**src/design/ppu_pkg.sv**
```systemverilog
`default_nettype none

package ppu_pkg;

    // widths with a meaning of their own
    typedef logic [8:0]  row_t;
    typedef logic [8:0]  col_t;
    typedef logic [7:0]  oam_addr_t;
    typedef logic [12:0] chr_addr_t;
    typedef logic [2:0]  slot_idx_t;

    typedef enum logic {
        LEFT_TBL,
        RIGHT_TBL
    } pattern_tbl_t;

    // horizontal phase of a line
    typedef enum logic [2:0] {
        SL_PRE_CYC,
        IDLE_CYC,
        SP_PRE_CYC,
        GARB_CYC,
        TL_PRE_CYC,
        VBL_CYC
    } hs_state_t;

    // one sprite slot, 49 bits
    typedef struct packed {
        logic       active;
        logic [7:0] y_pos;
        logic [7:0] tile_idx;
        logic [7:0] attribute;
        logic [7:0] x_pos;
        logic [7:0] bitmap_hi;
        logic [7:0] bitmap_lo;
    } second_oam_t;

    localparam int SPRITE_HEIGHT = 8;
    localparam int SLOT_COUNT    = 8;
    localparam int DOT_DIV       = 4;

    localparam col_t LAST_COL         = 9'd340;
    localparam row_t LAST_ROW         = 9'd261;
    localparam row_t LAST_VISIBLE_ROW = 9'd239;

    // first column of each phase on a visible line
    localparam col_t IDLE_START   = 9'd256;
    localparam col_t SP_PRE_START = 9'd257;
    localparam col_t GARB_START   = 9'd265;
    localparam col_t TL_PRE_START = 9'd321;

    localparam chr_addr_t LEFT_TBL_BASE  = 13'h0000;
    localparam chr_addr_t RIGHT_TBL_BASE = 13'h1000;

endpackage

`default_nettype wire
```
**src/design/ppu_dot_timer.sv**
```systemverilog
`timescale 1ns/1ns
`default_nettype none

module ppu_dot_timer (
    input  logic            clk,
    input  logic            rst_n,
    output logic            dot_en,
    output ppu_pkg::row_t   row,
    output ppu_pkg::col_t   col
);

    logic [1:0] presc;

    // one dot every DOT_DIV master clocks
    assign dot_en = (presc == 2'(ppu_pkg::DOT_DIV - 1));

    always_ff @(posedge clk or negedge rst_n) begin
        if (!rst_n) begin
            presc <= 2'd0;
        end else begin
            presc <= presc + 2'd1;
        end
    end

    always_ff @(posedge clk or negedge rst_n) begin
        if (!rst_n) begin
            col <= '0;
            row <= '0;
        end else if (dot_en) begin
            if (col == ppu_pkg::LAST_COL) begin
                col <= '0;
                // end of frame
                if (row == ppu_pkg::LAST_ROW) begin
                    row <= '0;
                end else begin
                    row <= row + 9'd1;
                end
            end else begin
                col <= col + 9'd1;
            end
        end
    end

endmodule

`default_nettype wire

```
**config.mk**
```make
export PLATFORM = sky130hd
export DESIGN_NAME = ppu_dot_timer
export DESIGN_NICKNAME = d
export VERILOG_FILES = /design/src/design/ppu_pkg.sv /design/src/design/ppu_dot_timer.sv
export SDC_FILE = /design/constraint.sdc
export NUM_CORES = 1
export LEC_CHECK = 0
export BUFFER_PORTS_ARGS = -buffer_cell sky130_fd_sc_hd__buf_2
export CAP_MARGIN = 30
export CORE_ASPECT_RATIO = 0.6
export CORE_MARGIN = 2
export CORE_UTILIZATION = 45
export CTS_CLUSTER_SIZE = 40
export DETAILED_ROUTE_END_ITERATION = 10
export GPL_TIMING_DRIVEN = 0
export PLACE_DENSITY = 0.74
export SLEW_MARGIN = 20
export SYNTH_ARGS = -nofsm -noshare
export SYNTH_HDL_FRONTEND = slang
export SYNTH_SLANG_ARGS = --single-unit
```
**constraint.sdc**
```tcl
create_clock -name clk -period 3.32 [get_ports clk]
set_input_delay 0.498 -clock clk [delete_from_list [all_inputs] [get_ports clk]]
set_output_delay 0.498 -clock clk [all_outputs]
set_load 0.1 [all_outputs]
```
==> results.ini <==
[timing]
timing.fmax_mhz = 505.2
skew_ns = 0.005512
setup_tns_ns = 0
fin_ws_ns = 1.341
slew_violations = 0
final-hold-violation-count = 0
fin_crit_ns = 1.979
grt_setup_unrepaired = false
finalSetupViolCount = 0
max_slew_margin_pct = 67.40
worst_pin_slew_ns = 0.4924
timing.final.crit_share_pct = 59.62

[synthesis]
synthArstFlopShare_pct = 100.0
yosys-top-cells-area = dfrtp_1, ha_1, nor2_1, mux2_2, xnor2_1
yosysWarningCount = 0
yosys.area.top_type_share_pct = 46.73
syn_area_um2 = 1071
yosysTopAreaCell = dfrtp_1
ys_seq_area_share_pct = 46.73
syn-instance-count = 98
synth_cell_type_count = 40
syn-num-nets = 105
ys_ff_latch = 20
synth_area_per_cell_um2 = 10.93
synth_edf_count = 0
synth-main-ff-cell = dfrtp_1

[final_layout]
layout_common_cells = dfrtp_1, buf_2, nor2_1
finalNetCount = 130
stdcell_area_um2 = 1264
fill_cells = 200
areaGrowthSynthToFinish_pct = 17.99
drive_above_1_share_pct = 29.51
diodes = 0
fin_cells = 152

[place]
place_ws_ns = 1.354
place_hpwl_um = 1564
routabilityCongestion = 0.8306
portBuffers = 20
numPlacedInstances = 148
post_dp_cell_area_um2 = 1209

[detailed_routing]
drt_wl_total_um = 2064
ant_nets = 0
dr.pass1.iters = 4
first_iter_violations = 27
vias_per_cell = 5.178
wire_per_inst_um = 13.58
drc_errors = 0
dr_total_vias = 787

[clock_network]
cts_hold_buffers = 0
cts_sinks = 20
clkTransAtPathRegs_ns = 0.07
cts_buffers = 3
cts_buffer_depth = 2
cts_tree = built
cts_setup_buffers = 0
clk_latency_ns = 0.26
cts-htree-levels = 1
cts_root_buf = clkbuf_8
ctsResizeCount = 0

[pwr]
leakage_uw = 0.0006291
irDropWorstVdd_mv = 0.3020
powerDensity_nw_per_um2 = 339.8

[grt]
grt_pass1_wl_um = 3519
antenna_found_initial = 0
grt_max_degree = 21
grtUsageTotal_pct = 17.40
grt_pass1_vias = 735
grt_overflow = 0

[floorplanning]
die_y_um = 41.79
start_util_pct = 48.42
io_pins = 21
fp.dieW_um = 66.98
dieArea_um2 = 2799
design.core.area_um2 = 2212
row_count = 13

[critical_path]
critical_path_arrival_ns = 2.13
reg2reg_depth = 7
crit_fanout = 10
critPathKind = reg2reg
end_kind = flip-flop
critPathRequiredTime_ns = 3.47
start_kind = flip-flop

[flow_run]
maxCapViolCount = 0

[min_path]
hp-class = in2async

[outcome]
status = completed

## cells by family after synthesis
| logic type | share of synthesized area, % |
|---|---|
| adder cells (fa/ha/maj) | 5.841 |
| flip-flops | 46.73 |
| XOR/XNOR | 3.272 |
| AND/OR/NAND/NOR | 25.47 |
| AO/OA/AOI/OAI | 8.996 |
| buffers and inverters | 3.154 |
| multiplexers | 6.541 |
## metrics by stage
step                total power [uW]  hold slack [ns]  util (%)
floorplan                      248.3           0.2024         -
global placement               253.6           0.4128     54.64
detailed placement             253.8           0.4164     54.64
CTS                            437.5           0.1919     57.13
global route                   448.4           0.2062     57.13
finish                         429.4           0.1738     57.13
## worst paths after layout
check	from	slack (ns)	to
max	presc[0]$_DFF_PN0_	1.34	row[7]$_DFFE_PN0P_
min	rst_n	0.17	col[1]$_DFFE_PN0P_
max reg2reg	presc[0]$_DFF_PN0_	1.34	row[7]$_DFFE_PN0P_
min reg2reg	presc[0]$_DFF_PN0_	0.42	presc[0]$_DFF_PN0_
max in group asynchronous	rst_n	2.84	col[8]$_DFFE_PN0P_
min in group clk	presc[0]$_DFF_PN0_	0.42	presc[0]$_DFF_PN0_
## final cells by class
cell class | instances | area, um^2 | area share [%]
plain buffers | 3 | 18.77 | 1.485
clock buffers | 4 | 55.05 | 4.356
inverters | 4 | 15.01 | 1.188
multi-input cells | 71 | 536.8 | 42.48
flip-flops and latches | 20 | 500.5 | 39.60
well taps | 30 | 37.54 | 2.970
repair buffers | 20 | 100.1 | 7.921
## Yosys cell counts (2+ instances only)
library cell,count
dfrtp_1,20
nor2_1,9
nand4_1,4
nor3_1,2
clkbuf_1,2
inv_1,4
xnor2_1,3
mux2_2,3
nand3_1,4
and2_1,2
and4_1,2
nand2_1,5
ha_1,5
o21ai_0,5
a21oi_1,3
## report_power, final
part / leakage, uW / internal [uW] / total [uW] / switching, uW
clock: 0.0000288 / 106 / 181 / 75.4
sequential: 0.000265 / 244 / 244 / 0
combinational: 0.000335 / 0.424 / 4.89 / 4.47
total: 0.000629 / 350 / 429 / 79.9
## per-layer routing
layer  part of all wire [%]  track usage (%)  wire length (um)
met5                      0                0                 0
met3                    5.7            6.233               118
met4                    2.4            8.163                49
met2                     43            24.00               881
met1                     49            24.18              1015
## sequential cells by signal, summed over array words and instances (netlist names)
name,cells
col,9
presc,2
row,9
## critical path, stage by stage, from the launching register on
cell and delay, ns:
dfrtp_1 0.35, ha_1 0.16, clkbuf_1 0.30, nand2_1 0.17, nor3_4 0.28, buf_6 0.17
nand4_2 0.12, mux2_4 0.32
Note: power is estimated with default switching activity, not from simulation.
