`config.mk`:
```
export PLATFORM = sky130hd
export DESIGN_NAME = oam_ram
export DESIGN_NICKNAME = d
export VERILOG_FILES = /design/src/design/ppu_pkg.sv /design/src/design/oam_ram.sv
export SDC_FILE = /design/constraint.sdc
export NUM_CORES = 2
export LEC_CHECK = 0
export ABC_AREA = 1
export BUFFER_PORTS_ARGS = -buffer_cell sky130_fd_sc_hd__buf_2
export CAP_MARGIN = 30
export CELL_PAD_IN_SITES_DETAIL_PLACEMENT = 0
export CELL_PAD_IN_SITES_GLOBAL_PLACEMENT = 2
export CORE_MARGIN = 2
export CORE_UTILIZATION = 40
export DETAILED_ROUTE_END_ITERATION = 7
export GPL_TIMING_DRIVEN = 0
export PLACE_DENSITY = 0.81
export SLEW_MARGIN = 20
export SYNTH_ARGS = -nofsm -noshare
export SYNTH_HDL_FRONTEND = slang
export SYNTH_SLANG_ARGS = --single-unit
```
`constraint.sdc`:
```
create_clock -name clk -period 1.58 [get_ports clk]
set_clock_uncertainty 0.05 [all_clocks]
set_input_delay 0.079 -clock clk [delete_from_list [all_inputs] [get_ports clk]]
set_output_delay 0.079 -clock clk [all_outputs]
set_load 0.1 [all_outputs]
```
`src/design/ppu_pkg.sv`:
```
`default_nettype none

package ppu_pkg;

    // widths with a meaning of their own
    typedef logic [8:0]  row_t;
    typedef logic [8:0]  col_t;
    typedef logic [7:0]  oam_addr_t;
    typedef logic [12:0] chr_addr_t;
    typedef logic [2:0]  slot_idx_t;

    typedef enum logic {
        LEFT_TBL,
        RIGHT_TBL
    } pattern_tbl_t;

    // horizontal phase of a line
    typedef enum logic [2:0] {
        SL_PRE_CYC,
        IDLE_CYC,
        SP_PRE_CYC,
        GARB_CYC,
        TL_PRE_CYC,
        VBL_CYC
    } hs_state_t;

    // one sprite slot, 49 bits
    typedef struct packed {
        logic       active;
        logic [7:0] y_pos;
        logic [7:0] tile_idx;
        logic [7:0] attribute;
        logic [7:0] x_pos;
        logic [7:0] bitmap_hi;
        logic [7:0] bitmap_lo;
    } second_oam_t;

    localparam int SPRITE_HEIGHT = 8;
    localparam int SLOT_COUNT    = 8;
    localparam int DOT_DIV       = 4;

    localparam col_t LAST_COL         = 9'd340;
    localparam row_t LAST_ROW         = 9'd261;
    localparam row_t LAST_VISIBLE_ROW = 9'd239;

    // first column of each phase on a visible line
    localparam col_t IDLE_START   = 9'd256;
    localparam col_t SP_PRE_START = 9'd257;
    localparam col_t GARB_START   = 9'd265;
    localparam col_t TL_PRE_START = 9'd321;

    localparam chr_addr_t LEFT_TBL_BASE  = 13'h0000;
    localparam chr_addr_t RIGHT_TBL_BASE = 13'h1000;

endpackage

`default_nettype wire
```
`src/design/oam_ram.sv`:
```
`timescale 1ns/1ns
`default_nettype none

module oam_ram (
    input  logic                clk,
    input  logic                wr,
    input  ppu_pkg::oam_addr_t  wr_addr,
    input  logic [7:0]          wr_data,
    input  ppu_pkg::oam_addr_t  rd_addr,
    output logic [7:0]          rd_data
);

    // 64 sprites of 4 bytes
    logic [7:0] mem [256];

    always_ff @(posedge clk) begin
        if (wr) begin
            mem[wr_addr] <= wr_data;
        end
    end

    assign rd_data = mem[rd_addr];

endmodule

`default_nettype wire

```
==> results.sh <==
export IMPL_comb_power_share_pct=8.7
export IMPL_globalplace_congestion=1.00
export IMPL_layout_commonest_cell="nand2_1"
export IMPL_core_area_um2=207000
export IMPL_rsz0062_at_grt="yes"
export IMPL_p_leak_uw=0.0353
export IMPL_synth_warnings=0
export IMPL_dieWidth_um=460
export IMPL_dp_cells=9956
export IMPL_critPathMaxStageDelay_ns=0.66
export IMPL_yosysTopAreaCell="edfxtp_1"
export IMPL_status="complete, but fails checks"
export IMPL_wire_per_inst_um=34.3
export IMPL_pre_cts_ws_ns=-2.38
export IMPL_hold_viol_final=20
export IMPL_dpl_hpwl_mm=247
export IMPL_pwr_share_seq_pct=49.1
export IMPL_synthTopCellsByArea="edfxtp_1, nand3_1, nand2_1, buf_2, nor2_1"
export IMPL_setup_ws_ns=-1.22
export IMPL_cts_buffers=212
export IMPL_final_cell_mix="nand2_1, edfxtp_1, nand3_1"
export IMPL_boundaryPins=34
export IMPL_use_met1_pct=42.6
export IMPL_cts_tree="yes"
export IMPL_start_util_pct=40.2
export IMPL_regMostFlops="mem"
export IMPL_required_ns=1.45
export IMPL_syn_avg_cell_area_um2=11.9
export IMPL_fill_cells=18300
export IMPL_drt_iter0_markers=9432
export IMPL_grt_ovfl_total=0
export IMPL_drive_gt1_share_pct=20.7
export IMPL_worstMarginPinSlew_ns=1.35
export IMPL_max_cap_viol_count=0
export IMPL_slew_violations=0
export IMPL_grt_pass1_vias=56500
export IMPL_p_clk_share_pct=42.2
export IMPL_viasPerCell=5.91
export IMPL_die_height_um=460
export IMPL_grtUsageMet2_pct=50.7
export IMPL_cts_htree_levels=4
export IMPL_finalCritPeriodShare_pct=177
export IMPL_row_count=167
export IMPL_track_usage_pct=33.1
export IMPL_drc_errors=0
export IMPL_relSlewSlack_pct=10.1
export IMPL_largest_reg_flops=2048
export IMPL_dr_pass1_iters=6
export IMPL_io_buffers=26
export IMPL_period_needed_ns=2.80
export IMPL_ant_nets=0
export IMPL_antenna_found_initial=17
export IMPL_yosysSeqAreaShare_pct=73.9
export IMPL_synth_top_area_share_pct=73.9
export IMPL_yosysUniqueCellTypes=13
export IMPL_p_int_uw=91800
export IMPL_grt_use_met3_pct=9.31
export IMPL_setup_violations=121
export IMPL_finalSetupTns_ns=-13.28
export IMPL_min_path_type="in -> reg"
export IMPL_p_sw_share_pct=24.8
export IMPL_worstSetupPathType="in -> out"
export IMPL_clock_path_buffers=3
export IMPL_post_route_util_pct=48.6
export IMPL_grt_max_degree=142
export IMPL_grt_first_pass_wirelength_mm=474
export IMPL_final_cell_count_no_fill=10400
export IMPL_vias=61400
export IMPL_violations="negative hold slack, negative setup slack"
export IMPL_crit_fanout=10
export IMPL_crit_path_start_kind="input pin"
export IMPL_postRouteWirelength_mm=357
export IMPL_critPathCaptureType="output pin"
export IMPL_cts_root_buf="clkbuf_16"
export IMPL_synth_area_um2=83200
export IMPL_synthToLayoutAreaGrowth_pct=20.9
export IMPL_crit_chain="buf_2, buf_1, clkbuf_2, nand3_2, nand3_1, nand3_2, nand3_4, nand2_8, nand2_4, nand2_8, buf_12"
export IMPL_fmax_mhz=357
export IMPL_die_area_um2=212000
export IMPL_reg_top3="mem (2048)"
export IMPL_cts_sinks=2048
export IMPL_whs_ns=-0.0896
export IMPL_cp_slowest_cell="clkbuf_2"
export IMPL_ir_worst_vdd_v=0.00145
export IMPL_nets=7453
export IMPL_arrival_ns=2.67
export IMPL_cts_clk_slew_worst_paths_ns=0.06
export IMPL_grt_busiest_layer="met2"
export IMPL_p_switching_uw=30300
export IMPL_ys_ff_latch=2048
export IMPL_syn_inst=6995
export IMPL_synth_nets=7021
export IMPL_power_density_nw_per_um2=1210
## synth_stat cells
library cell     n
inv_4            1
clkbuf_1       112
edfxtp_1      2048
nand2_1       2123
nand3_1       2019
buf_1           40
buf_4           46
inv_2            2
buf_6           16
buf_8            1
nor2_1         283
buf_2          268
inv_1           36
## power groups by stage
stage	logic [uW]	clock network (uW)	registers, uW
final	10600	51500	59900
after global routing	10800	53600	59900
after CTS	9820	51500	59900
after detailed placement	9060	0	61100
after global placement	8740	0	61300
after floorplan	4040	0	61100
## logic make-up (layout without fill, tap and decap cells)
| group | after synthesis | count (layout) | synth area share (%) |
|---|---|---|---|
| and+or+nand+nor | 4425 | 4425 | 23.0 |
| other | 0 | 6 | 0 |
| DFF | 2048 | 2048 | 73.9 |
| buffers and inverters | 522 | 1131 | 3.13 |
## layout make-up
class / instances / area, um2 / share of cell area, %
antenna: 6 / 15.0 / 0.0149
tap: 2788 / 3490 / 3.47
buffer: 483 / 2950 / 2.93
inverter: 39 / 149 / 0.148
multi-input combinational: 4425 / 23100 / 22.9
clock buffer: 258 / 5520 / 5.48
timing repair buffer: 218 / 2490 / 2.47
sequential: 2048 / 61500 / 61.1
clock inverter: 133 / 1490 / 1.48
## metal layers
layer / part of all wire (%) / wire length, um
met1: 37 / 132000
met2: 45 / 159000
met3: 12 / 42600
met4: 6.5 / 23200
met5: 0.0090 / 32
## path summary, 6_finish.rpt
| kind | endpoint | slack [ns] | from | cells after the start |
|---|---|---|---|---|
| worst min-delay path | mem[36][0] | -0.09 | wr_addr[7] | 4 |
| worst max-delay path | rd_data[3] | -1.22 | rd_addr[3] | 11 |
## worst max-delay path: cells and delay by family
| kind | cells | cell delay (ns) |
|---|---|---|
| buffers and inverters | 4 | 1.61 |
| and+or+nand+nor | 7 | 0.95 |
## stage by stage
stage / power [uW] / area [um2]
after CTS: 121000 / 98900
after global placement: 70000 / 87100
after global routing: 124000 / 101000
final: 122000 / 101000
after detailed placement: 70100 / 89000
after floorplan: 65100 / 83400
## timing repair
action	4_1_cts	5_1_grt
endpoints found under the setup margin	1000	833
hold buffers	19	8
setup buffers	13	1
resized for setup	614	376
endpoints found under the hold margin	1181	36
pin swaps	88	137
(Power assumes the default switching activity.)
