<file path="config.mk">
export PLATFORM = sky130hd
export DESIGN_NAME = sprite_slot_buf
export DESIGN_NICKNAME = d
export VERILOG_FILES = /design/src/design/ppu_pkg.sv /design/src/design/sprite_slot_buf.sv
export SDC_FILE = /design/constraint.sdc
export NUM_CORES = 1
export LEC_CHECK = 0
export BUFFER_PORTS_ARGS = -buffer_cell sky130_fd_sc_hd__buf_4
export CORE_MARGIN = 2
export CORE_UTILIZATION = 45
export CTS_BUF_LIST = sky130_fd_sc_hd__clkbuf_8 sky130_fd_sc_hd__clkbuf_16
export DETAILED_ROUTE_END_ITERATION = 8
export PLACE_DENSITY = 0.67
export SKIP_CTS_REPAIR_TIMING = 1
export SYNTH_ARGS = -nofsm -noshare
export SYNTH_HDL_FRONTEND = slang
export SYNTH_SLANG_ARGS = --single-unit
</file>
<file path="constraint.sdc">
create_clock -name clk -period 1.85 [get_ports clk]
set_input_delay 0.185 -clock clk [delete_from_list [all_inputs] [get_ports clk]]
set_output_delay 0.185 -clock clk [all_outputs]
set_load 0.01 [all_outputs]
</file>
<file path="src/design/ppu_pkg.sv">
`default_nettype none

package ppu_pkg;

    // widths with a meaning of their own
    typedef logic [8:0]  row_t;
    typedef logic [8:0]  col_t;
    typedef logic [7:0]  oam_addr_t;
    typedef logic [12:0] chr_addr_t;
    typedef logic [2:0]  slot_idx_t;

    typedef enum logic {
        LEFT_TBL,
        RIGHT_TBL
    } pattern_tbl_t;

    // horizontal phase of a line
    typedef enum logic [2:0] {
        SL_PRE_CYC,
        IDLE_CYC,
        SP_PRE_CYC,
        GARB_CYC,
        TL_PRE_CYC,
        VBL_CYC
    } hs_state_t;

    // one sprite slot, 49 bits
    typedef struct packed {
        logic       active;
        logic [7:0] y_pos;
        logic [7:0] tile_idx;
        logic [7:0] attribute;
        logic [7:0] x_pos;
        logic [7:0] bitmap_hi;
        logic [7:0] bitmap_lo;
    } second_oam_t;

    localparam int SPRITE_HEIGHT = 8;
    localparam int SLOT_COUNT    = 8;
    localparam int DOT_DIV       = 4;

    localparam col_t LAST_COL         = 9'd340;
    localparam row_t LAST_ROW         = 9'd261;
    localparam row_t LAST_VISIBLE_ROW = 9'd239;

    // first column of each phase on a visible line
    localparam col_t IDLE_START   = 9'd256;
    localparam col_t SP_PRE_START = 9'd257;
    localparam col_t GARB_START   = 9'd265;
    localparam col_t TL_PRE_START = 9'd321;

    localparam chr_addr_t LEFT_TBL_BASE  = 13'h0000;
    localparam chr_addr_t RIGHT_TBL_BASE = 13'h1000;

endpackage

`default_nettype wire
</file>
<file path="src/design/sprite_slot_buf.sv">
`timescale 1ns/1ns
`default_nettype none

module sprite_slot_buf (
    input  logic                    clk,
    input  logic                    rst_n,
    input  logic                    dot_en,
    input  logic                    clr,
    input  logic                    wr,
    input  ppu_pkg::second_oam_t    wr_data,
    input  ppu_pkg::slot_idx_t      rd_idx,
    output ppu_pkg::second_oam_t    rd_data,
    output ppu_pkg::second_oam_t [ppu_pkg::SLOT_COUNT-1:0] slots
);

    ppu_pkg::slot_idx_t wr_ptr;
    logic               full;

    always_ff @(posedge clk or negedge rst_n) begin
        if (!rst_n) begin
            wr_ptr <= '0;
            full   <= 1'b0;
            slots  <= '0;
        end else if (dot_en) begin
            if (clr) begin
                wr_ptr <= '0;
                full   <= 1'b0;
                slots  <= '0;
            end else if (wr && !full) begin
                slots[wr_ptr] <= wr_data;
                wr_ptr        <= wr_ptr + 3'd1;
                // pointer wraps after the last slot, so remember it
                if (wr_ptr == 3'(ppu_pkg::SLOT_COUNT - 1)) begin
                    full <= 1'b1;
                end
            end
        end
    end

    assign rd_data = slots[rd_idx];

endmodule

`default_nettype wire

</file>
==> impl_metrics.yaml <==
outcome:
  status: "complete, but fails checks"
  violations: "setup timing"
die:
  row_count: 82
  ios: 498
  initial_core_util: 0.456
  dieHeight_um: 229
  die_x_um: 229
  coreArea_sq_um: 50100
  die_area_sq_um: 52500
drt:
  wl_met2_um: 44000
  vias_per_cell: 6.54
  wl_met3_um: 9310
  drt_iter0_drc: 2964
  via_count: 22900
  drc: 0
  routed_wl_um: 93200
  ant_nets: 0
  highest_layer: "met5"
  wl_per_cell_um: 26.6
  drt-pass1-iter-count: 5
  m1WireLength_um: 36300
synth:
  synth_top_area_share: 0.434
  synth_cell_types: 28
  ys_async_sr_fraction: 1.00
  synthTopCellsByArea: "dfrtp_1 (43%), a221o_1 (17%), nand2b_1 (11%)"
  ys_seq_elements: 396
  yosysTopAreaCell: "dfrtp_1"
  netlist_instances: 2097
  syn_area_per_cell_sq_um: 10.9
  netlist_area_sq_um: 22800
  synth_warnings: 0
  synth_edf_count: 0
  synthesis.nets: 2156
  ys.flop_type: "dfrtp_1"
  yosysSeqAreaShare: 0.434
timing:
  finalHoldViolCount: 0
  fmax_mhz: 471
  rsz0062_at_grt: "yes"
  fin_crit_ns: 2.12
  fin_skew_ns: 0.0108
  tightest_slew_ns: 0.924
  drv_slew: 0
  finalSetupViolCount: 49
  relSlewSlack: 0.383
  timing.final.ws_setup_ns: -0.274
  period_share: 1.15
final_layout:
  fill_cells: 3891
  final_common_cell: "buf_4"
  finalNetCount: 2856
  drive_above_1_share: 0.453
  final_cell_mix: "buf_4 (833), nand2b_1 (394), a21oi_1 (391)"
  syn_to_final_growth_pct: 42.5
  final_util: 0.649
power:
  p_leak_nw: 15.4
  p_int_mw: 21.2
  p_total_mw: 31.0
  seq_power_share: 0.377
  peakVddDrop_mv: 0.601
  p_switching_mw: 9.76
  swShare: 0.315
  power_density_nw_per_um2: 952
  power_frac_clock: 0.298
  pwr-share-comb: 0.326
clocking:
  root_buffer: "clkbuf_16"
  numCtsBuffers: 44
  clock_sinks: 396
  htreeDepth: 2
  path_clk_slew_ns: 0.06
  cts_buffer_depth: 3
  clkLatencyLatePin_ns: 0.57
  tritoncts: "built"
worst_setup_path:
  startpoint: "slots[310]"
  r2r-start: "full"
  worstRegToRegCells: 6
  r2r_slack_ns: 0.05
  start_kind: "register"
  crit_fanout: 3
  cp.required_ns: 1.66
  critPathKind: "reg -> out"
  crit_end: "rd_data[16]"
  timing.rr.end: "slots[321]"
  cp.arrival_ns: 1.94
  crit_path_end_kind: "primary output"
global_route:
  overflow: 0
  grt_max_degree: 77
  grt_pass1_vias: 21200
  grt_pass1_wl_um: 133000
  grt.total_usage: 0.323
  antenna_found_initial: 2
place:
  io_buffers: 497
  gp_congestion: 0.856
  place_hpwl_um: 55100
min_path:
  hold_class: "in -> reg"
flow_run:
  cap_viol_max_count: 0
## power by group through the flow
stage | sequential, mW | combinational [mW] | clock [mW]
finish | 11.7 | 10.1 | 9.22
global route | 11.7 | 10.6 | 9.65
CTS | 11.7 | 8.19 | 9.25
detailed placement | 11.9 | 8.16 | 0
global placement | 11.8 | 7.98 | 0
floorplan | 11.8 | 3.56 | 0
## critical path: stages, from the launching register on
cell,delay (ns)
dfrtp_1,0.41
mux4_2,0.54
mux2_4,0.30
buf_6,0.12
## flip-flops by register name (all words and copies together) (netlist names)
name / cells
full: 1
slots: 392
wr_ptr: 3
## Yosys cell counts, types with 2 or more instances
library cell and n:
dfrtp_1 396, nand2b_1 394, a21oi_1 391, a221o_1 390, clkbuf_1 180, mux4_2 98
buf_2 85, nor2b_1 52, mux2_2 50, buf_1 20, buf_4 9, nor2_1 6
nand2_1 5, buf_6 3, a22o_1 2, ha_1 2, nor3_2 2, o221ai_1 2
## layer usage
layer  GRT usage  vias up
li1            -     9436
met1       0.448    11700
met2       0.494     1540
met3      0.0697      254
met4       0.132        2
met5           0        -
## area by class of cell
type | instances | area, sq um | share of cell area
Antenna cell | 1 | 2.50 | 0.0000770
Multi-Input combinational cell | 1403 | 11900 | 0.365
Tap cell | 672 | 841 | 0.0259
Clock inverter | 18 | 183 | 0.00562
Inverter | 1 | 11.3 | 0.000346
Clock buffer | 59 | 1320 | 0.0406
Timing Repair Buffer | 951 | 8250 | 0.254
Sequential cell | 396 | 10000 | 0.309
## through the flow
stage / setup TNS (ns) / std cells / setup slack (ns) / area [sq um] / hold slack [ns]
2_1_floorplan: 0 / 2097 / 0.123 / 22800 / -0.111
3_3_place_gp: -4.49 / 3123 / -0.156 / 28100 / 0.117
3_5_place_dp: -4.86 / 3123 / -0.165 / 28100 / 0.119
4_1_cts: -18.67 / 3200 / -0.374 / 29600 / -0.486
5_1_grt: -12.87 / 3500 / -0.311 / 32500 / 0.00744
6_report: -11.13 / 3501 / -0.274 / 32500 / 0.0102
## how the worst min path moves through the flow
stage               cells past startpoint  startpoint  slack, ns         end
global placement                        1       rst_n       0.12  slots[147]
global route                            3      dot_en      0.007        full
detailed placement                      1       rst_n       0.12  slots[147]
CTS                                     1       rst_n      -0.49  slots[147]
finish                                  3      dot_en       0.01        full
floorplan                               0       rst_n      -0.11        full
## cell families after synthesis
logic type / count (synthesis) / synth area share
adder cells (fa/ha/maj): 2 / 0.00110
multiplexers: 148 / 0.121
AND/OR/NAND/NOR: 466 / 0.128
buffers and inverters: 298 / 0.0562
flip-flops: 396 / 0.434
AO/OA/AOI/OAI: 787 / 0.259
Power figures use the tool's default switching activity.
