File: config.mk
export PLATFORM = sky130hd
export DESIGN_NAME = ppu_hphase_fsm
export DESIGN_NICKNAME = d
export VERILOG_FILES = /design/src/design/ppu_pkg.sv /design/src/design/ppu_hphase_fsm.sv
export SDC_FILE = /design/constraint.sdc
export NUM_CORES = 1
export LEC_CHECK = 0
export ABC_AREA = 1
export BUFFER_PORTS_ARGS = -buffer_cell sky130_fd_sc_hd__clkbuf_2
export CAP_MARGIN = 25
export CORE_AREA = 2 2 39 41
export DETAILED_ROUTE_END_ITERATION = 8
export DIE_AREA = 0 0 41 43
export PLACE_DENSITY = 0.56
export SLEW_MARGIN = 20
export SYNTH_ARGS = -nofsm -noshare
export SYNTH_HDL_FRONTEND = slang
export SYNTH_SLANG_ARGS = --single-unit
File: constraint.sdc
create_clock -name clk -period 1.2 [get_ports clk]
set_input_delay 0.06 -clock clk [delete_from_list [all_inputs] [get_ports clk]]
set_output_delay 0.06 -clock clk [all_outputs]
set_load 0.02 [all_outputs]
File: src/design/ppu_pkg.sv
`default_nettype none

package ppu_pkg;

    // widths with a meaning of their own
    typedef logic [8:0]  row_t;
    typedef logic [8:0]  col_t;
    typedef logic [7:0]  oam_addr_t;
    typedef logic [12:0] chr_addr_t;
    typedef logic [2:0]  slot_idx_t;

    typedef enum logic {
        LEFT_TBL,
        RIGHT_TBL
    } pattern_tbl_t;

    // horizontal phase of a line
    typedef enum logic [2:0] {
        SL_PRE_CYC,
        IDLE_CYC,
        SP_PRE_CYC,
        GARB_CYC,
        TL_PRE_CYC,
        VBL_CYC
    } hs_state_t;

    // one sprite slot, 49 bits
    typedef struct packed {
        logic       active;
        logic [7:0] y_pos;
        logic [7:0] tile_idx;
        logic [7:0] attribute;
        logic [7:0] x_pos;
        logic [7:0] bitmap_hi;
        logic [7:0] bitmap_lo;
    } second_oam_t;

    localparam int SPRITE_HEIGHT = 8;
    localparam int SLOT_COUNT    = 8;
    localparam int DOT_DIV       = 4;

    localparam col_t LAST_COL         = 9'd340;
    localparam row_t LAST_ROW         = 9'd261;
    localparam row_t LAST_VISIBLE_ROW = 9'd239;

    // first column of each phase on a visible line
    localparam col_t IDLE_START   = 9'd256;
    localparam col_t SP_PRE_START = 9'd257;
    localparam col_t GARB_START   = 9'd265;
    localparam col_t TL_PRE_START = 9'd321;

    localparam chr_addr_t LEFT_TBL_BASE  = 13'h0000;
    localparam chr_addr_t RIGHT_TBL_BASE = 13'h1000;

endpackage

`default_nettype wire
File: src/design/ppu_hphase_fsm.sv
`timescale 1ns/1ns
`default_nettype none

module ppu_hphase_fsm (
    input  logic                clk,
    input  logic                rst_n,
    input  logic                dot_en,
    input  ppu_pkg::col_t       col,
    input  ppu_pkg::row_t       row,
    output ppu_pkg::hs_state_t  hs_state
);

    ppu_pkg::hs_state_t next_state;
    logic               next_row_visible;

    // row that starts after the current line ends
    assign next_row_visible = (row < ppu_pkg::LAST_VISIBLE_ROW) ||
                              (row == ppu_pkg::LAST_ROW);

    // transitions look at the column being left, so state lines up with col
    always_comb begin
        next_state = hs_state;
        case (hs_state)
            ppu_pkg::SL_PRE_CYC: begin
                if (col == ppu_pkg::IDLE_START - 9'd1)
                    next_state = ppu_pkg::IDLE_CYC;
            end
            ppu_pkg::IDLE_CYC: begin
                next_state = ppu_pkg::SP_PRE_CYC;
            end
            ppu_pkg::SP_PRE_CYC: begin
                if (col == ppu_pkg::GARB_START - 9'd1)
                    next_state = ppu_pkg::GARB_CYC;
            end
            ppu_pkg::GARB_CYC: begin
                if (col == ppu_pkg::TL_PRE_START - 9'd1)
                    next_state = ppu_pkg::TL_PRE_CYC;
            end
            ppu_pkg::TL_PRE_CYC, ppu_pkg::VBL_CYC: begin
                if (col == ppu_pkg::LAST_COL)
                    next_state = next_row_visible ? ppu_pkg::SL_PRE_CYC : ppu_pkg::VBL_CYC;
            end
            default: next_state = ppu_pkg::SL_PRE_CYC;
        endcase
    end

    always_ff @(posedge clk or negedge rst_n) begin
        if (!rst_n) begin
            hs_state <= ppu_pkg::SL_PRE_CYC;
        end else if (dot_en) begin
            hs_state <= next_state;
        end
    end

endmodule

`default_nettype wire

==> flow_summary.ini <==
[outcome]
outcome = complete, no violations

[sta]
slew_violations = 0
max_slew_margin = 0.868
skew_ns = 0.00787
worst_pin_slew_ns = 0.197
hold_violations = 0
min_period_ns = 1.20
rsz0062_at_grt = true
fmax_ghz = 0.836
setup_viol = 0
finalSetupTns_ns = 0
whs_ns = 0.144
fin_crit_sh = 0.997

[pwr]
p_seq_frac = 0.196
switching_share = 0.502
vdd.ir_drop.worst_mv = 0.940
pwr_density_cell_mw_per_mm2 = 1840
p_clk_frac = 0.164
combPwrFrac = 0.641
p_sw_uw = 573
p_int_uw = 568
p_leak_uw = 0.000380

[yosys]
synth_top_family_by_area = simple AND/OR/NAND/NOR gates
synth_top_area_share = 0.279
synth_fa_ha_area_frac = 0
yosysTopAreaCell = nand2_1
synthCells = 83
async_flop_share = 1.00
avgSynthCellArea_um2 = 4.87
synth_edf_count = 0
synthesis.nets = 104
netlist_area_um2 = 404
yosys.area_share.xor_xnor = 0
synth_compound_gate_area_share = 0.0681
synth_cell_types = 11
synth.top_cells.by_count = nand2_1, nor2_1, inv_1
muxShareOfSynthArea = 0
yosys-top-cells-area = nand2_1, dfrtp_1, nor2_1, inv_1, nand3_1
synth-seq-area-share = 0.186
yosysMostFrequentCell = nand2_1
synth_flop_cell = dfrtp_1
yosys_warnings = 0
ys_ff_latch = 3
yosys.area_share.simple = 0.598

[critical_path]
rrSetupSlack_ns = 0.003
critPathMaxFanout = 6
path_class = flip-flop to flip-flop
cp-start-kind = flip-flop
worstPathRequired_ns = 1.32
end_kind = flip-flop
arrival_ns = 1.32
r2r-start = hs_state[1]
rr_endpoint = hs_state[0]
r2r_cells = 8

[place]
placed_cells = 124
place_hpwl_um = 834
gp_congestion = 0.752
io_buffers = 23
placed_cell_area_um2 = 557

[floorplanning]
io_pins = 24
core.rowCount = 14
core_region_area_mm2 = 0.00138
die_h_um = 43
dieWidth_um = 41
start_util = 0.292
dieArea_mm2 = 0.00176

[route]
ant_nets = 0
vias = 544
dr.pass1.iters = 4
wl_per_cell_um = 8.01
drt-vias-per-instance = 4.18
wl_um = 1040
route.detailed.drc = 0
drtIter0Drc = 7

[clocking]
clock_sinks = 3
cts.clk_slew.worst_paths_ns = 0.04
numCtsBuffers = 3
ctsHtreeMaxLevel = 1
clockBufferDepth = 2
root_buffer = clkbuf_4
clock_latency_ns = 0.24
cts_tree = done

[cells_and_area]
fin_area_um2 = 622
syn_to_final_growth_pct = 53.9
drive_gt1_frac = 0.342
largest_reg_flops = 3
diodes = 0
fin_util = 0.449
top_register = hs_state
reg_top3 = hs_state x3
final_nets = 136
layout.cells.non_filler = 130

[global_route]
grt_pass1_wl_um = 1650
grt_max_degree = 7
gr-total-overflow = 0
grt_pass1_vias = 451
antenna_found_initial = 0
track_usage = 0.140

[job]
maxCapViolCount = 0

[hold_path]
hp-class = input pin to asynchronous set/reset pin
-- cells by family after synthesis --
kind of cell           Yosys count
flip-flops                       3
AO/OA/AOI/OAI                    5
AND/OR/NAND/NOR                 59
buffers and inverters           16
-- power groups by stage --
stage	sequential (uW)	clock, uW	combinational [uW]
detailed placement	215	0	596
finish	223	187	731
global placement	219	0	597
global route	232	205	816
floorplan	269	0	342
CTS	216	194	618
-- timing repair --
action	in CTS	in global routing
hold buffers	1	0
endpoints found under the setup margin	3	3
gates resized for setup	3	7
hold endpoints to repair	3	0
pin swaps	1	5
setup buffers	0	1
-- per-stage QoR --
step | setup slack [ns] | power (uW)
after CTS | -0.00735 | 1030
after floorplan | 0.0132 | 611
after detailed placement | -0.0439 | 811
final | 0.00313 | 1140
after global placement | -0.0385 | 816
after global routing | -0.101 | 1250
-- cell type report --
cell class | instances | area [um^2]
timing repair buffer | 27 | 148
inverter | 16 | 60.1
multi-input combinational | 64 | 289
clock buffer | 4 | 26.3
fill | 161 | 762
sequential | 3 | 78.8
tap | 16 | 20.0
-- worst max path at each step --
stage / from / end / slack [ns]
floorplan: hs_state[1] / hs_state[0] / 0.01
global placement: hs_state[2] / hs_state[0] / -0.04
detailed placement: hs_state[2] / hs_state[0] / -0.04
CTS: hs_state[2] / hs_state[0] / -0.007
global route: hs_state[2] / hs_state[1] / -0.10
finish: hs_state[1] / hs_state[0] / 0.003
-- critical path: stages, from the launching register on --
cell and delay (ns):
dfrtp_2 0.43, nor2_1 0.18, inv_1 0.07, nand2_1 0.06, nand2_1 0.06, nand2_2 0.12, nor2_4 0.05, nand2_1 0.05
nand2_1 0.05
-- cell usage in the layout (no fill, tap or decap) --
cell	instances
clkbuf_2	23
nor2_4	1
o21ai_1	1
nand2_2	1
o21ai_2	2
nor2_1	18
o21ai_0	1
nand2_1	29
nor2_2	1
inv_1	15
nand3_1	6
dlygate4sd3_1	1
clkbuf_1	1
clkbuf_4	3
dfrtp_2	3
nand2_4	1
inv_2	1
buf_4	3
o21bai_1	1
nand3b_1	1
nor3_1	1
-- metal layers --
| layer | part of all wire | wire length [um] | global-route usage | vias to the layer above |
|---|---|---|---|---|
| li1 | - | - | - | 308 |
| met1 | 0.44 | 456 | 0.161 | 213 |
| met2 | 0.46 | 480 | 0.222 | 21 |
| met3 | 0.085 | 88 | 0.0628 | 2 |
| met4 | 0.014 | 15 | 0.0400 | 0 |
| met5 | 0 | 0 | 0 | - |
(Power assumes the default switching activity.)
