==> config.mk <==
export PLATFORM = sky130hd
export DESIGN_NAME = sp_eval
export DESIGN_NICKNAME = d
export VERILOG_FILES = /design/src/design/ppu_pkg.sv /design/src/design/sp_eval.sv
export SDC_FILE = /design/constraint.sdc
export NUM_CORES = 1
export LEC_CHECK = 0
export BUFFER_PORTS_ARGS = -buffer_cell sky130_fd_sc_hd__buf_4
export CORE_ASPECT_RATIO = 0.7
export CORE_MARGIN = 2
export CORE_UTILIZATION = 44
export DETAILED_ROUTE_END_ITERATION = 7
export GPL_TIMING_DRIVEN = 0
export PLACE_DENSITY = 0.89
export SLEW_MARGIN = 0
export SYNTH_ARGS = -nofsm -noshare
export SYNTH_HDL_FRONTEND = slang
export SYNTH_SLANG_ARGS = --single-unit
==> constraint.sdc <==
create_clock -name clk -period 2.2 [get_ports clk]
set_input_delay 0.22 -clock clk [delete_from_list [all_inputs] [get_ports clk]]
set_output_delay 0.22 -clock clk [all_outputs]
set_load 0.01 [all_outputs]
==> src/design/ppu_pkg.sv <==
`default_nettype none

package ppu_pkg;

    // widths with a meaning of their own
    typedef logic [8:0]  row_t;
    typedef logic [8:0]  col_t;
    typedef logic [7:0]  oam_addr_t;
    typedef logic [12:0] chr_addr_t;
    typedef logic [2:0]  slot_idx_t;

    typedef enum logic {
        LEFT_TBL,
        RIGHT_TBL
    } pattern_tbl_t;

    // horizontal phase of a line
    typedef enum logic [2:0] {
        SL_PRE_CYC,
        IDLE_CYC,
        SP_PRE_CYC,
        GARB_CYC,
        TL_PRE_CYC,
        VBL_CYC
    } hs_state_t;

    // one sprite slot, 49 bits
    typedef struct packed {
        logic       active;
        logic [7:0] y_pos;
        logic [7:0] tile_idx;
        logic [7:0] attribute;
        logic [7:0] x_pos;
        logic [7:0] bitmap_hi;
        logic [7:0] bitmap_lo;
    } second_oam_t;

    localparam int SPRITE_HEIGHT = 8;
    localparam int SLOT_COUNT    = 8;
    localparam int DOT_DIV       = 4;

    localparam col_t LAST_COL         = 9'd340;
    localparam row_t LAST_ROW         = 9'd261;
    localparam row_t LAST_VISIBLE_ROW = 9'd239;

    // first column of each phase on a visible line
    localparam col_t IDLE_START   = 9'd256;
    localparam col_t SP_PRE_START = 9'd257;
    localparam col_t GARB_START   = 9'd265;
    localparam col_t TL_PRE_START = 9'd321;

    localparam chr_addr_t LEFT_TBL_BASE  = 13'h0000;
    localparam chr_addr_t RIGHT_TBL_BASE = 13'h1000;

endpackage

`default_nettype wire
==> src/design/sp_eval.sv <==
`timescale 1ns/1ns
`default_nettype none

module sp_eval (
    input  logic                    clk,
    input  logic                    rst_n,
    input  logic                    dot_en,
    input  ppu_pkg::row_t           row,
    input  ppu_pkg::col_t           col,
    input  ppu_pkg::hs_state_t      hs_state,
    input  ppu_pkg::pattern_tbl_t   patt_tbl,

    // primary OAM
    output ppu_pkg::oam_addr_t      oam_addr,
    input  logic [7:0]              oam_data,

    // temp OAM
    output logic                    temp_clr,
    output logic                    temp_wr,
    output ppu_pkg::second_oam_t    temp_wr_data,
    output ppu_pkg::slot_idx_t      temp_rd_idx,
    input  ppu_pkg::second_oam_t    temp_rd_data,

    // secondary OAM
    output logic                    sec_clr,
    output logic                    sec_wr,
    output ppu_pkg::second_oam_t    sec_wr_data,

    // character memory
    output ppu_pkg::chr_addr_t      chr_addr_lo,
    output ppu_pkg::chr_addr_t      chr_addr_hi,
    output logic                    chr_re,
    input  logic [7:0]              chr_data_lo,
    input  logic [7:0]              chr_data_hi
);

    ppu_pkg::second_oam_t   curr_sprite;
    ppu_pkg::second_oam_t   curr_sprite_in;
    ppu_pkg::row_t          y_top;
    ppu_pkg::row_t          y_end;
    logic                   in_range;
    ppu_pkg::col_t          sp_col;
    ppu_pkg::chr_addr_t     tbl_base;
    logic [2:0]             tile_row;

    // sprite being assembled, one OAM byte per dot
    always_ff @(posedge clk or negedge rst_n) begin
        if (!rst_n) begin
            curr_sprite <= '0;
        end else if (dot_en) begin
            curr_sprite <= curr_sprite_in;
        end
    end

    // OAM scanned in step with the column
    assign oam_addr = col[7:0];

    assign y_top    = {1'b0, oam_data};
    assign y_end    = y_top + 9'(ppu_pkg::SPRITE_HEIGHT);
    assign in_range = (y_top <= row) && (row < y_end);

    assign temp_wr_data = curr_sprite_in;

    // slot fetched in each SP_PRE dot
    assign sp_col      = col - ppu_pkg::SP_PRE_START;
    assign temp_rd_idx = sp_col[2:0];

    assign tbl_base = (patt_tbl == ppu_pkg::RIGHT_TBL) ? ppu_pkg::RIGHT_TBL_BASE
                                                       : ppu_pkg::LEFT_TBL_BASE;

    // row - y_pos is 0..7 for an in-range sprite, so three bits are enough
    assign tile_row = temp_rd_data.attribute[7] ? 3'd7 - (row[2:0] - temp_rd_data.y_pos[2:0])
                                                : row[2:0] - temp_rd_data.y_pos[2:0];

    // base + 16 * tile + row, high plane 8 bytes above
    assign chr_addr_lo = tbl_base + {1'b0, temp_rd_data.tile_idx, 1'b0, tile_row};
    assign chr_addr_hi = chr_addr_lo + 13'd8;

    always_comb begin
        curr_sprite_in = '0;
        temp_clr       = 1'b0;
        temp_wr        = 1'b0;
        sec_clr        = 1'b0;
        sec_wr         = 1'b0;
        sec_wr_data    = '0;
        chr_re         = 1'b0;

        case (hs_state)
            ppu_pkg::SL_PRE_CYC: begin
                case (col[1:0])
                    2'd0: begin
                        if (in_range) begin
                            curr_sprite_in.active = 1'b1;
                            curr_sprite_in.y_pos  = oam_data;
                        end
                    end
                    2'd1: begin
                        if (curr_sprite.active) begin
                            curr_sprite_in          = curr_sprite;
                            curr_sprite_in.tile_idx = oam_data;
                        end
                    end
                    2'd2: begin
                        if (curr_sprite.active) begin
                            curr_sprite_in           = curr_sprite;
                            curr_sprite_in.attribute = oam_data;
                        end
                    end
                    default: begin
                        if (curr_sprite.active) begin
                            curr_sprite_in       = curr_sprite;
                            curr_sprite_in.x_pos = oam_data;
                            temp_wr              = 1'b1;
                        end
                    end
                endcase
            end
            ppu_pkg::IDLE_CYC: begin
                sec_clr = 1'b1;
            end
            ppu_pkg::SP_PRE_CYC: begin
                chr_re = 1'b1;
                sec_wr = 1'b1;
                // empty slots stay all zero
                if (temp_rd_data.active) begin
                    sec_wr_data           = temp_rd_data;
                    sec_wr_data.bitmap_hi = chr_data_hi;
                    sec_wr_data.bitmap_lo = chr_data_lo;
                end
            end
            ppu_pkg::GARB_CYC, ppu_pkg::TL_PRE_CYC: begin
                temp_clr = 1'b1;
            end
            default: ;
        endcase
    end

endmodule

`default_nettype wire

==> key figures <==
Global route
  • M2 GR Usage: 48.24%
  • GR peak layer: met2
  • Vias in the first global route: 4037
  • Overflow after GRT: 0
  • Met3 GRT Util: 5.092%
  • GR Util met1: 39.53%
  • Global Route Usage Sum: 29.79%
  • Initial antenna violation count: 0
  • Global-route wire length before repair: 21.53 mm
  • Maximum number of pins on one net before global-route repair: 50

Yosys
  • Post-synth EDFFs: 0
  • Syn nets: 546
  • FFs w/ async S/R, synth: 100.0%
  • Warnings from Yosys: 0
  • Synth Instances: 424
  • Number of synthesized register bits: 49
  • Top post-synthesis cells by area: dfrtp_1, and3_1, ha_1
  • Distinct cells, synth: 44
  • Register area share after synthesis: 32.35%
  • Synth Cell Area: 3790 µm²
  • Syn avg cell area: 8.938 µm²
  • Main synth FF type: dfrtp_1
  • Dominant cell type by area after synthesis: dfrtp_1
  • Yosys top cell area share: 32.35%

Worst setup path
  • CP startpoint kind: primary input
  • Worst Path Required: 1980 ps
  • Slowest cell on crit path: ha_1
  • Critical path fanouts, max: 7
  • Worst Setup End Kind: primary output
  • R2R depth: 7
  • Setup slack, reg-to-reg: 500 ps
  • CP peak stage delay: 330 ps
  • Worst endpoint data arrival time: 2090 ps
  • Reg-to-reg startpoint: curr_sprite[48]$_DFFE_PN0P_
  • Reg2reg end: curr_sprite[42]$_DFFE_PN0P_
  • CP Class: primary input to primary output
  • Worst path cell trace: buf_8 > ha_4 > nand3_1 > xnor2_2 > ha_1 > nand4_1 > a211o_1 > o211ai_4 > clkbuf_16 > o31ai_4 > buf_6

Timing
  • Final Hold Fails: 0
  • Setup_tns: -906.7 ps
  • Slew margin rel.: 54.66%
  • Hold WS: 283.5 ps
  • Final setup fails: 9
  • Fmax: 432.0 MHz
  • Setup Skew: 2.458 ps
  • Fin crit period: 2315 ps
  • Worst-Margin Slew: 675.5 ps
  • Period utilization: 105.2%
  • Final worst slack: -114.7 ps
  • RSZ-0062 raised after global routing: true
  • Max Slew Vio Count: 0

Placement
  • Cell Area, Placed: 5505 µm²
  • GP Congestion: 1.002
  • PortBufs: 211
  • Worst slack, placed: -444.7 ps
  • Dpl hpwl: 11.07 mm
  • Placed Cells incl. Taps: 740

Die
  • Io pins: 238
  • Die Width: 114.9 µm
  • Rows: 28
  • Die footprint: 9384 µm²
  • Initial core utilization: 45.07%
  • Core Region: 8408 µm²
  • Die height: 81.65 µm

Drt
  • TritonRoute pass-1 iters: 5
  • Avg WL per Cell: 19.49 µm
  • DRC: 0
  • Via density: 5.609
  • DR iter-0 viols: 279
  • Via count: 4291
  • Final wirelength: 14.91 mm
  • Post-route ant nets: 0

CTS
  • Clk_lat worst skew: 290 ps
  • Worst-path clk slew: 70 ps
  • Total CTS buffers: 5
  • CTS tree: yes
  • Clock tree buffer depth: 2
  • Sink Count: 49
  • Clock Tree Root: clkbuf_16
  • H-tree depth: 2

Finish
  • Most flop-heavy register: curr_sprite
  • P&R area growth vs syn: 58.70%
  • Final-stage net count: 781
  • Commonest cells after routing, fill and taps aside: buf_4, and3_1, dfrtp_1, and2_1, nand2_1
  • Max reg flops: 49
  • Post-layout util: 71.53%
  • Commonest non-fill, non-tap cell in the layout: buf_4
  • Antenna diode count: 0
  • Multi-input logic area: 2218 µm²
  • Largest registers: curr_sprite (49)
  • Number of fillers in the final layout: 606
  • Post-Layout Cell Count: 765
  • Register area: 1226 µm²
  • Share of cells above drive strength 1: 49.24%
  • Design area: 6015 µm²

Power
  • Overall Power: 2.384 mW
  • Cell Pwr Density: 396.3 nW/µm²
  • VDD IR max: 0.3497 mV
  • Pleak: 3.229 nW

Hold path
  • HP Class: primary input to register
  • Hold depth: 3
  • Worst Hold Endpoint: curr_sprite[19]$_DFFE_PN0P_
  • HP Start: oam_data[3]

Outcome
  • Outcome: complete, but fails checks
  • Failing checks: negative setup slack

Run
  • Max_cap viols: 0
## cells in the mapped netlist (4+ instances only)
master	count
o31ai_1	8
a32oi_1	16
buf_2	6
nor2_1	21
nor2b_1	4
o41ai_1	8
nand2b_1	10
nand3_1	13
and2_1	33
inv_1	24
xnor2_1	7
mux2_2	16
dfrtp_1	49
o31ai_2	8
buf_4	32
nand2_1	26
a21oi_1	11
ha_1	23
and3_1	51
clkbuf_1	22
## power by group
group | internal, mW | leakage (nW) | switching (mW)
clock | 0.436 | 0.0763 | 0.367
combinational | 0.336 | 2.47 | 0.343
sequential | 0.901 | 0.685 | 0.000607
total | 1.67 | 3.23 | 0.711
## cell families after synthesis
logic type	Yosys count	synth area share [%]
compound gates	67	15.12
xor+xnor	9	2.080
fa+ha+maj	24	8.122
buf+inv	88	12.48
flops	49	32.35
mux	16	4.754
other cells	2	0.1982
simple gates	169	24.89
## per-layer routing
metal	share of wire, %	wire [µm]
met1	39	5881
met3	8.7	1296
met5	0	0
met4	4.9	731
met2	47	7001
## layout make-up
type	count	area share [%]
sequential	49	20.39
buffer	62	6.615
clock buffer	5	2.080
tap	105	2.184
timing repair buffer	229	29.69
clock inverter	3	0.4785
inverter	25	1.685
multi-input combinational	287	36.88
## how the worst max path moves through the flow
stage	end	from	slack (ps)	depth (start not counted)
after global placement	temp_wr_data[47]	oam_data[5]	-360	10
after detailed placement	temp_wr_data[44]	oam_data[5]	-440	10
final	temp_wr_data[45]	oam_data[4]	-110	11
after CTS	temp_wr_data[47]	oam_data[5]	-40	10
after global routing	temp_wr_data[43]	oam_data[4]	-140	11
after floorplan	temp_wr_data[40]	oam_data[5]	50	8
## worst max-delay path, delay by kind of cell
kind | cells | cell delay [ps]
AOI/OAI and AO/OA | 3 | 540
xor gates and xnor gates | 1 | 160
buffers and inverters | 3 | 470
adders and majority gates | 2 | 470
and+or+nand+nor | 2 | 220
## repair_timing
action | in CTS | in global routing
pin swaps | 11 | 8
gates resized for setup | 32 | 19
setup endpoints to repair | 22 | 29
buffers inserted | 8 | 8
gates cloned | 1 | 0
hold endpoints to repair | 49 | 0
hold buffers | 1 | 0
Note: power is estimated with default switching activity, not from simulation.
